--- src/hw/dsp_xor_pkg.sv ---
package dsp_xor_pkg;

    localparam int lane_count     = 4;                       // lanes in the bank
    localparam int simd_ways      = 2;                       // two24 simd, two results per lane
    localparam int word_width     = 24;                      // one simd half of the slice
    localparam int apb_addr_width = 8;
    localparam int apb_data_width = 32;
    localparam int result_count   = lane_count * simd_ways;  // y0/y1 of every lane
    localparam int operand_count  = result_count * 2;        // a and b per result

    typedef logic [word_width-1:0]           word_t;      // one operand or result
    typedef logic [simd_ways*word_width-1:0] dsp_word_t;  // full 48-bit c or a:b bus
    typedef logic [3:0]                      alumode_t;   // slice alumode field
    typedef logic [apb_addr_width-1:0]       apb_addr_t;
    typedef logic [apb_data_width-1:0]       apb_data_t;

    // logic-unit codes, x = a:b and z = c
    localparam alumode_t alumode_xor  = 4'b0100;  // x xor z
    localparam alumode_t alumode_xnor = 4'b0101;  // x xnor z
    localparam alumode_t alumode_and  = 4'b1100;  // x and z
    localparam alumode_t alumode_or   = 4'b1000;  // slice does or as 1100 with opmode[3:2]=10

    localparam apb_addr_t addr_operand_base = 8'h00;  // lane n at 0x10*n, a0 b0 a1 b1
    localparam apb_addr_t addr_result_base  = 8'h40;  // lane n at 0x40 + 8*n, y0 y1
    localparam apb_addr_t addr_ctrl         = 8'h80;  // bit 0 go
    localparam apb_addr_t addr_mode         = 8'h84;  // alumode in 3:0
    localparam apb_addr_t addr_status       = 8'h88;  // done, busy, zero flags 15:8

    typedef struct packed {
        apb_addr_t paddr;
        logic      psel;
        logic      penable;
        logic      pwrite;
        apb_data_t pwdata;
    } apb_req_t;

    typedef struct packed {
        apb_data_t prdata;
        logic      pready;
        logic      pslverr;
    } apb_rsp_t;

    typedef struct packed {
        word_t    a0;
        word_t    b0;
        word_t    a1;
        word_t    b1;
        alumode_t alumode;
        logic     valid;    // one-cycle launch pulse
    } lane_op_t;

    typedef struct packed {
        word_t y0;
        word_t y1;
        logic  valid;       // p register loaded
    } lane_res_t;

    typedef enum logic [1:0] {
        coll_idle,
        coll_busy,
        coll_done
    } collector_state_t;

endpackage

--- src/hw/apb_operand_regs.sv ---
`timescale 1ns/1ps

module apb_operand_regs (
    input  logic                                   clock,
    input  logic                                   arst_n,
    input  dsp_xor_pkg::apb_req_t                  apb_req,
    output dsp_xor_pkg::apb_rsp_t                  apb_rsp,
    output dsp_xor_pkg::lane_op_t                  lane_op [dsp_xor_pkg::lane_count],
    input  dsp_xor_pkg::word_t                     results [dsp_xor_pkg::result_count],
    input  logic [dsp_xor_pkg::result_count-1:0]   zero_flags,
    input  dsp_xor_pkg::collector_state_t          state
);
    dsp_xor_pkg::apb_addr_t addr;
    dsp_xor_pkg::apb_data_t rdata;
    dsp_xor_pkg::word_t     operands [dsp_xor_pkg::operand_count];
    dsp_xor_pkg::alumode_t  mode;
    logic                   access;      // access phase, completes at next edge
    logic                   wr;
    logic                   busy;
    logic                   is_operand;
    logic                   is_result;
    logic                   is_ctrl;
    logic                   is_mode;
    logic                   is_status;
    logic                   mapped;
    logic [3:0]             opnd_idx;    // lane in 3:2, word in 1:0
    logic [2:0]             res_idx;     // lane in 2:1, half in 0
    logic                   go_req;
    logic                   err;
    logic                   launch;      // registered go, feeds lane valid

    assign addr   = apb_req.paddr;
    assign access = apb_req.psel & apb_req.penable;
    assign wr     = access & apb_req.pwrite;
    assign busy   = (state == dsp_xor_pkg::coll_busy);

    // operand window 0x00-0x3c, result window 0x40-0x5c, word aligned only
    assign is_operand = (addr[7:6] == dsp_xor_pkg::addr_operand_base[7:6]) && (addr[1:0] == 2'b00);
    assign is_result  = (addr[7:5] == dsp_xor_pkg::addr_result_base[7:5]) && (addr[1:0] == 2'b00);
    assign is_ctrl    = (addr == dsp_xor_pkg::addr_ctrl);
    assign is_mode    = (addr == dsp_xor_pkg::addr_mode);
    assign is_status  = (addr == dsp_xor_pkg::addr_status);
    assign mapped     = is_operand | is_result | is_ctrl | is_mode | is_status;
    assign opnd_idx   = addr[5:2];
    assign res_idx    = addr[4:2];

    assign go_req = wr & is_ctrl & apb_req.pwdata[0];   // ctrl write without go is harmless

    always_comb begin
        err = 1'b0;
        if (access) begin
            if (!mapped) begin
                err = 1'b1;                                   // hole in the map
            end else if (apb_req.pwrite && (is_result || is_status)) begin
                err = 1'b1;                                   // read-only registers
            end else if (busy && (go_req || (wr && is_mode))) begin
                err = 1'b1;                                   // lanes still in flight
            end
        end
    end

    always_ff @(posedge clock or negedge arst_n) begin
        if (!arst_n) begin
            for (int i = 0; i < dsp_xor_pkg::operand_count; i++) begin
                operands[i] <= '0;
            end
            mode   <= dsp_xor_pkg::alumode_xor;
            launch <= 1'b0;
        end else begin
            launch <= go_req & ~err;                           // single-cycle pulse
            if (wr && !err && is_operand) begin
                operands[opnd_idx] <= apb_req.pwdata[dsp_xor_pkg::word_width-1:0];  // 31:24 dropped
            end
            if (wr && !err && is_mode) begin
                mode <= apb_req.pwdata[3:0];
            end
        end
    end

    always_comb begin
        rdata = '0;                                            // zero-extend everything
        if (is_operand) begin
            rdata[dsp_xor_pkg::word_width-1:0] = operands[opnd_idx];
        end else if (is_result) begin
            rdata[dsp_xor_pkg::word_width-1:0] = results[res_idx];
        end else if (is_mode) begin
            rdata[3:0] = mode;
        end else if (is_status) begin
            rdata[0]    = (state == dsp_xor_pkg::coll_done);
            rdata[1]    = busy;
            rdata[15:8] = zero_flags;                          // bit 8 + 2n + k
        end
    end

    assign apb_rsp.prdata  = (access && !apb_req.pwrite) ? rdata : '0;
    assign apb_rsp.pready  = 1'b1;                             // zero wait state
    assign apb_rsp.pslverr = err;

    // operands broadcast straight from storage, launch qualifies them
    for (genvar n = 0; n < dsp_xor_pkg::lane_count; n++) begin : g_lane_op
        assign lane_op[n].a0      = operands[4*n+0];
        assign lane_op[n].b0      = operands[4*n+1];
        assign lane_op[n].a1      = operands[4*n+2];
        assign lane_op[n].b1      = operands[4*n+3];
        assign lane_op[n].alumode = mode;
        assign lane_op[n].valid   = launch;                    // all lanes start together
    end

endmodule

--- src/hw/dsp_xor_bank.sv ---
`timescale 1ns/1ps

module dsp_xor_bank (
    input  logic                  clock,
    input  logic                  arst_n,
    input  dsp_xor_pkg::apb_req_t apb_req,
    output dsp_xor_pkg::apb_rsp_t apb_rsp
);
    dsp_xor_pkg::lane_op_t                lane_op [dsp_xor_pkg::lane_count];   // regs to lanes
    dsp_xor_pkg::lane_res_t               lane_res [dsp_xor_pkg::lane_count];  // lanes to collector
    dsp_xor_pkg::word_t                   results [dsp_xor_pkg::result_count];
    logic [dsp_xor_pkg::result_count-1:0] zero_flags;
    dsp_xor_pkg::collector_state_t        state;

    apb_operand_regs apb_operand_regs_inst (
        .clock      (clock),
        .arst_n     (arst_n),
        .apb_req    (apb_req),
        .apb_rsp    (apb_rsp),
        .lane_op    (lane_op),
        .results    (results),
        .zero_flags (zero_flags),
        .state      (state)
    );

    // four slices side by side, all fed by the same launch
    for (genvar n = 0; n < dsp_xor_pkg::lane_count; n++) begin : g_lane
        dsp_xor_lane dsp_xor_lane_inst (
            .clock  (clock),
            .arst_n (arst_n),
            .op     (lane_op[n]),
            .res    (lane_res[n])
        );
    end

    result_collector result_collector_inst (
        .clock      (clock),
        .arst_n     (arst_n),
        .start      (lane_op[0].valid),   // valid is common to every lane
        .lane_res   (lane_res),
        .results    (results),
        .zero_flags (zero_flags),
        .state      (state)
    );

endmodule

--- src/hw/dsp_xor_lane.sv ---
`timescale 1ns/1ps

module dsp_xor_lane (
    input  logic                   clock,
    input  logic                   arst_n,
    input  dsp_xor_pkg::lane_op_t  op,
    output dsp_xor_pkg::lane_res_t res
);
    dsp_xor_pkg::dsp_word_t dsp_c;      // z mux source
    dsp_xor_pkg::dsp_word_t dsp_ab;     // x mux source, a is 47:18 and b is 17:0
    dsp_xor_pkg::dsp_word_t p_next;
    dsp_xor_pkg::dsp_word_t p_reg;      // preg=1
    logic                   valid_reg;

    assign dsp_c  = {op.a1, op.a0};
    assign dsp_ab = {op.b1, op.b0};

    // logic unit has no carries, so 48-bit ops split cleanly into two24 halves
    always_comb begin
        case (op.alumode)
            dsp_xor_pkg::alumode_xor: begin
                p_next = dsp_ab ^ dsp_c;
            end
            dsp_xor_pkg::alumode_xnor: begin
                p_next = ~(dsp_ab ^ dsp_c);
            end
            dsp_xor_pkg::alumode_and: begin
                p_next = dsp_ab & dsp_c;
            end
            dsp_xor_pkg::alumode_or: begin
                p_next = dsp_ab | dsp_c;
            end
            default: begin
                p_next = dsp_ab ^ dsp_c;     // unknown code falls back to xor
            end
        endcase
    end

    always_ff @(posedge clock) begin
        if (op.valid) begin
            p_reg <= p_next;                 // cep tied to launch
        end
    end

    always_ff @(posedge clock or negedge arst_n) begin
        if (!arst_n) begin
            valid_reg <= 1'b0;
        end else begin
            valid_reg <= op.valid;           // follows p by the same edge
        end
    end

    assign res.y0    = p_reg[dsp_xor_pkg::word_width-1:0];
    assign res.y1    = p_reg[2*dsp_xor_pkg::word_width-1:dsp_xor_pkg::word_width];
    assign res.valid = valid_reg;

endmodule

--- src/hw/result_collector.sv ---
`timescale 1ns/1ps

module result_collector (
    input  logic                                 clock,
    input  logic                                 arst_n,
    input  logic                                 start,       // lane launch pulse
    input  dsp_xor_pkg::lane_res_t               lane_res [dsp_xor_pkg::lane_count],
    output dsp_xor_pkg::word_t                   results [dsp_xor_pkg::result_count],
    output logic [dsp_xor_pkg::result_count-1:0] zero_flags,
    output dsp_xor_pkg::collector_state_t        state
);
    dsp_xor_pkg::collector_state_t state_next;
    dsp_xor_pkg::word_t            lane_words [dsp_xor_pkg::result_count];  // flattened y0/y1
    logic                          all_valid;
    logic                          capture;

    always_comb begin
        all_valid = 1'b1;
        for (int n = 0; n < dsp_xor_pkg::lane_count; n++) begin
            all_valid         = all_valid & lane_res[n].valid;
            lane_words[2*n]   = lane_res[n].y0;
            lane_words[2*n+1] = lane_res[n].y1;
        end
    end

    always_comb begin
        state_next = state;
        case (state)
            dsp_xor_pkg::coll_idle: begin
                if (start) begin
                    state_next = dsp_xor_pkg::coll_busy;
                end
            end
            dsp_xor_pkg::coll_busy: begin
                if (all_valid) begin
                    state_next = dsp_xor_pkg::coll_done;   // every lane has its p loaded
                end
            end
            dsp_xor_pkg::coll_done: begin
                if (start) begin
                    state_next = dsp_xor_pkg::coll_busy;   // relaunch clears done
                end
            end
            default: begin
                state_next = dsp_xor_pkg::coll_idle;
            end
        endcase
    end

    assign capture = (state == dsp_xor_pkg::coll_busy) && all_valid;

    always_ff @(posedge clock or negedge arst_n) begin
        if (!arst_n) begin
            state <= dsp_xor_pkg::coll_idle;
        end else begin
            state <= state_next;
        end
    end

    // results and flags held until the next capture
    always_ff @(posedge clock or negedge arst_n) begin
        if (!arst_n) begin
            for (int i = 0; i < dsp_xor_pkg::result_count; i++) begin
                results[i] <= '0;
            end
            zero_flags <= '0;
        end else if (capture) begin
            for (int i = 0; i < dsp_xor_pkg::result_count; i++) begin
                results[i]    <= lane_words[i];
                zero_flags[i] <= (lane_words[i] == '0);   // index 2n + k
            end
        end
    end

endmodule

--- config.mk ---
export PLATFORM = sky130hd
export DESIGN_NAME = dsp_xor_bank
export DESIGN_NICKNAME = d
export VERILOG_FILES = /design/src/hw/dsp_xor_pkg.sv /design/src/hw/apb_operand_regs.sv /design/src/hw/dsp_xor_bank.sv /design/src/hw/dsp_xor_lane.sv /design/src/hw/result_collector.sv
export SDC_FILE = /design/constraint.sdc
export NUM_CORES = 2
export LEC_CHECK = 0
export BUFFER_PORTS_ARGS = -buffer_cell sky130_fd_sc_hd__buf_2
export CAP_MARGIN = 20
export CORE_ASPECT_RATIO = 1.25
export CORE_MARGIN = 8
export CORE_UTILIZATION = 65
export DETAILED_ROUTE_END_ITERATION = 8
export GPL_TIMING_DRIVEN = 0
export PLACE_DENSITY = 0.82
export SLEW_MARGIN = 25
export SYNTH_ARGS = -nofsm -noshare
export SYNTH_HDL_FRONTEND = slang
export SYNTH_SLANG_ARGS = --single-unit
--- constraint.sdc ---
create_clock -name clock -period 7.6 [get_ports clock]
set_clock_uncertainty 0.05 [all_clocks]
set_input_delay 0.76 -clock clock [delete_from_list [all_inputs] [get_ports clock]]
set_output_delay 0.76 -clock clock [all_outputs]
set_load 0.02 [all_outputs]
# Word level (Yosys, flattened, before mapping)
# Cells that the tools add are included.
[totals]
reg_bits = 784
out_inout_bits = 34
[op_classes]
magnitude_cmp = 3
n_eq_ne = 11
mux = 31
bitwise = 28
reduce_logical = 28
[ops]
columns = ["op", "count"]
rows = [
  ["48-bit one-hot mux with 3 select lines", 4],
  ["384-bit bitwise mux", 1],
  ["48-bit bitwise AND", 4],
  ["24-bit logical NOT", 8],
  ["48-bit NOT", 4],
  ["48-bit bitwise OR", 4],
  ["48-bit bitwise XOR", 4],
  ["24-bit two-way mux", 7],
  ["24-bit binary-select mux with 4-bit select", 1],
  ["24-bit demux with 4-bit select", 1],
  ["24-bit binary-select mux with 3-bit select", 1],
  ["8-bit two-way mux", 4],
  ["8-bit equality test (second input constant)", 3],
  ["1-bit logical AND", 11],
  ["2-bit two-way mux", 5],
  ["4-bit equality test (second input constant)", 2],
  ["4-bit two-way mux", 2],
  ["2-bit logical NOT", 3],
  ["1-bit bitwise AND", 5],
  ["5-bit greater-or-equal comparator (second input constant)", 1],
  ["5-bit by 1-bit less-than comparator with 1-bit output (second input constant)", 1],
  ["4-bit NOT with 5-bit output", 1],
  ["4-bit by 3-bit equality test with 1-bit output (second input constant)", 1],
  ["4-bit greater-or-equal comparator (second input constant)", 1],
  ["13 further kinds", 22],
]

# Longest topological paths before layout
[depth]
word_depth = 13
ltp_mapped = 9

# By module
# From an unflattened synthesis, not the netlist that was laid out.
[hier_totals]
cells_unflattened = 3618
area_unflattened_um2 = 45504.9
[modules_own_cells]
columns = ["module", "instances", "cells_per_inst", "area_per_inst_um2"]
rows = [
  ["apb_operand_regs", 1, 1260, 19552.5],
  ["dsp_xor_lane", 4, 463, 4269.1],
  ["result_collector", 1, 506, 8876.0],
]

# Least setup slack after synthesis
# OpenSTA, ideal clock, no wires.
[synth_timing]
path_type = "register -> register"
from = "reg apb_operand_regs_inst.launch"
to = "reg result_collector_inst.state[1]"
setup_time_ns = 0.345
arrival_time_ns = 4.640
slack_ns = 2.565
stages_incl_launch_ff = 2
n_path_buf = 0
cell_sequence = "dfrtp_1 o21ai_0"
[synth_via]
elab_chain_len = 2
[synth_lines]
columns = ["item", "line_no", "text"]
rows = [
  ["start, declared", "apb_operand_regs.sv:30", "logic launch;"],
  ["start signal, assigned", "apb_operand_regs.sv:70", "launch <= go_req & ~err;"],
  ["2-bit by 1-bit inequality test with 1-bit output (no source line)", "n/a", ""],
  ["2-bit AND reduction (no source line)", "n/a", ""],
  ["end signal, assigned", "result_collector.sv:54", "state <= dsp_xor_pkg::coll_idle;"],
  ["end signal, assigned", "result_collector.sv:56", "state <= state_next;"],
  ["end, declared", "result_collector.sv:10", "output dsp_xor_pkg::collector_state_t state"],
]
# No other way between the ends.
# A chain may end at the register's enable or synchronous reset.

==> run summary <==
FINISH
--------------------------------------------------------------------------------
Most common cell after layout, fill and taps aside                       dfrtp_1
Layout fillers                                                              4642
Largest register FFs                                                         384
Net total in the final layout                                               4213
Share of cells above drive strength 1                                     26.38%
Area growth, synth to finish                                              9.995%
Commonest cells after routing, fill and taps aside                  dfrtp_1 (590), mux2_2 (581), inv_1 (385)

LOGIC SYNTHESIS
--------------------------------------------------------------------------------
Synthesized area                                                       44150 µm²
Synthesis Warnings                                                             0
Post-synthesis sequential area ratio                                      46.61%
Post-synth EDFFs                                                             192
Syn Inst Count                                                              3626
Flops & latches, synth                                                       784
Synth Area per Inst                                                    12.18 µm²
Count of cell types in the netlist                                            57
Top flip-flop cell by instance count after synthesis                     dfrtp_1
Share of flip-flops with an asynchronous set or reset                     75.51%

CLOCK NETWORK
--------------------------------------------------------------------------------
Clock tree from TritonCTS                                                  built
Later-pin clock latency in the skew report                               0.65 ns
Number of buffers on the longest clock path                                    3
# hold bufs at CTS                                                             0
Post-CTS Setup Repair Bufs                                                     0
# H-tree levels                                                                3
Clock transition at the registers of the reported paths                  0.06 ns
Clock Sinks                                                                  784
Post-cts gate resize count                                                     0
Clock buffers created by TritonCTS                                            79
Clock root buffer                                                      clkbuf_16

STA
--------------------------------------------------------------------------------
Final number of setup-violating endpoints                                      0
Worst Setup Slack, final                                                2.663 ns
Max-slew violation count                                                       0
Unrepaired setup endpoints after global routing                               no
Worst Tran Pin Value                                                    1.359 ns
Post-route clock period utilization                                       64.97%
Final number of hold-violating endpoints                                       0
Final Hold Slack                                                     0.003381 ns
Crit path time final                                                    4.937 ns
Worst slew margin relative to its limit                                   8.575%
Top achievable clock speed                                             202.5 MHz

DRT
--------------------------------------------------------------------------------
Detailed router's first-iteration violation count                           3784
WL per Instance                                                         31.01 µm
DRT Pass-1 Iters                                                               6
Detail Route Antenna Nets                                                      0
Total detailed-routing wirelength                                       146.5 mm
Post-route DRC                                                                 0
Post-detailed-route via-to-cell ratio                                      6.863
Routed vias                                                                32410

FLOORPLANNING
--------------------------------------------------------------------------------
Number of primary I/O pins                                                    79
Width of the die                                                        249.1 µm
Initial Utilization                                                       65.17%
Cell Rows                                                                    107
Floorplan die height                                                    307.4 µm
Die ar.                                                                76570 µm²
Core Area                                                              67740 µm²

POWER AND IR DROP
--------------------------------------------------------------------------------
Worst vdd rail ir drop                                                 0.1928 mV
Lkg Pwr                                                               0.02247 µW
Pwr Density                                                         183.1 nW/µm²

SETUP PATH
--------------------------------------------------------------------------------
CP required                                                              6.79 ns
Critical-path maximum fanout                                                  10
Crit end category                                                   primary output
Category of the critical setup timing path                          input pin to primary output
CP Data Arrival Time                                                     4.13 ns
Startpoint Class                                                       input pin

JOB
--------------------------------------------------------------------------------
# Max-Cap Violations                                                           0

GRT
--------------------------------------------------------------------------------
Largest net degree at the start of global routing                             93
Number of antenna violations at the first check in global routing              6
Total GRT Usage                                                           38.04%
Overflow left after global routing                                             0
Number of global-route vias before repair                                  32940
First-pass GRT wire length                                              213.4 mm

PLACE
--------------------------------------------------------------------------------
Half-perimeter wire length of the detailed placement result             106.2 mm
GPL Wtd Cong                                                              0.9974
Pre-CTS WS                                                              2.677 ns
Number of buffers inserted by port buffering                                  58

STATUS
--------------------------------------------------------------------------------
Outcome                                                                completed

WORST HOLD PATH
--------------------------------------------------------------------------------
Path class of the lowest-slack min-delay path                       input pin to asynchronous set/reset pin

==> cell usage after synthesis, types with 6 or more instances <==
| master | count | area (µm²) |
|---|---|---|
| nor2_2 | 6 | 37.54 |
| inv_1 | 385 | 1445 |
| o31ai_1 | 8 | 60.06 |
| and3_1 | 6 | 37.54 |
| a21oi_1 | 68 | 340.3 |
| nor2b_1 | 6 | 37.54 |
| a221o_1 | 135 | 1351 |
| buf_1 | 17 | 63.81 |
| buf_4 | 32 | 240.2 |
| clkbuf_1 | 157 | 589.3 |
| nor2_1 | 199 | 747.0 |
| o21ai_0 | 153 | 765.7 |
| mux2i_1 | 86 | 860.8 |
| mux4_2 | 128 | 2883 |
| o221ai_1 | 57 | 499.2 |
| a22o_1 | 7 | 61.31 |
| edfxtp_1 | 192 | 5766 |
| nor4_1 | 56 | 350.3 |
| o22ai_1 | 16 | 100.1 |
| ha_1 | 384 | 4805 |
| buf_2 | 41 | 205.2 |
| dfrtp_1 | 591 | 14790 |
| nand2_1 | 232 | 870.8 |
| nor3_1 | 8 | 40.04 |
| o22a_1 | 12 | 105.1 |
| nand4_1 | 8 | 50.05 |
| mux2_2 | 581 | 6543 |
==> critical path: stages <==
cell and delay (ns):
buf_2 0.14, buf_2 0.40, buf_2 0.62, clkbuf_2 0.72
mux4_2 0.36, mux2i_1 0.12, o21ai_0 0.69, buf_2 0.30
==> cells by family after synthesis <==
family / count (synthesis) / share of synthesized area [%]
compound gates: 475 / 7.827
fa+ha+maj: 384 / 10.88
buf+inv: 637 / 5.889
flops: 784 / 46.61
mux: 797 / 23.35
other cells: 2 / 0.01701
simple gates: 547 / 5.421
==> report_power, final <==
part           total, µW  internal, µW  leakage, µW  switching [µW]
sequential          4360          4330      0.00985            27.8
clock               4040          2310      0.00130            1730
combinational        495           153       0.0113             342
total               8890          6790       0.0225            2100
==> metal layers <==
metal,global-route usage [%],wire [µm]
met4,34.05,15450
met1,44.01,50640
met2,57.29,64230
met3,11.37,16170
met5,0,0
==> path summary, 6_finish.rpt <==
| kind | startpoint | endpoint | slack [ns] | cells after the start |
|---|---|---|---|---|
| min in group clock | g_lane[3].dsp_xor_lane_inst.valid_reg$_DFF_PN0_ | result_collector_inst.state[0]$_DFFE_PN0P_ | 0.40 | 1 |
| worst max register to register | apb_operand_regs_inst.mode[2]$_DFFE_PN1P_ | g_lane[3].dsp_xor_lane_inst.p_reg[15]$_DFFE_PP_ | 3.69 | 7 |
| worst min register to register | g_lane[3].dsp_xor_lane_inst.valid_reg$_DFF_PN0_ | result_collector_inst.state[0]$_DFFE_PN0P_ | 0.40 | 1 |
| worst max-delay path | apb_req[38] | apb_rsp[25] | 2.66 | 8 |
| worst min-delay path | arst_n | apb_operand_regs_inst.lane_op[300]$_DFFE_PN0P_ | 0.003 | 1 |
| max in group asynchronous | arst_n | apb_operand_regs_inst.launch$_DFF_PN0_ | 5.54 | 5 |
==> final cells by class <==
cell class                      instances  area (µm²)  area share (%)
Antenna cell                            4       10.01         0.02061
Buffer                                252        1169           2.406
Clock buffer                          106        2275           4.684
Clock inverter                         38       367.9          0.7575
Inverter                              385        1445           2.976
Multi-Input combinational cell       2212       21020           43.27
Sequential cell                       784       20580           42.39
Tap cell                              872        1091           2.247
Timing Repair Buffer                   70       606.8           1.250
==> stage by stage <==
stage	utilization (%)	power (µW)	setup TNS, ns	std cells	area [µm²]
after floorplan	-	4669	0	3633	44180
after global placement	67.25	4894	-3975.26	4563	45560
after CTS	71.62	8875	0	4718	48520
after global routing	71.67	9081	0	4719	48550
after detailed placement	67.72	4918	0	4574	45870
final	71.69	8893	0	4723	48560
No activity file was read; power rests on OpenSTA's default activity.
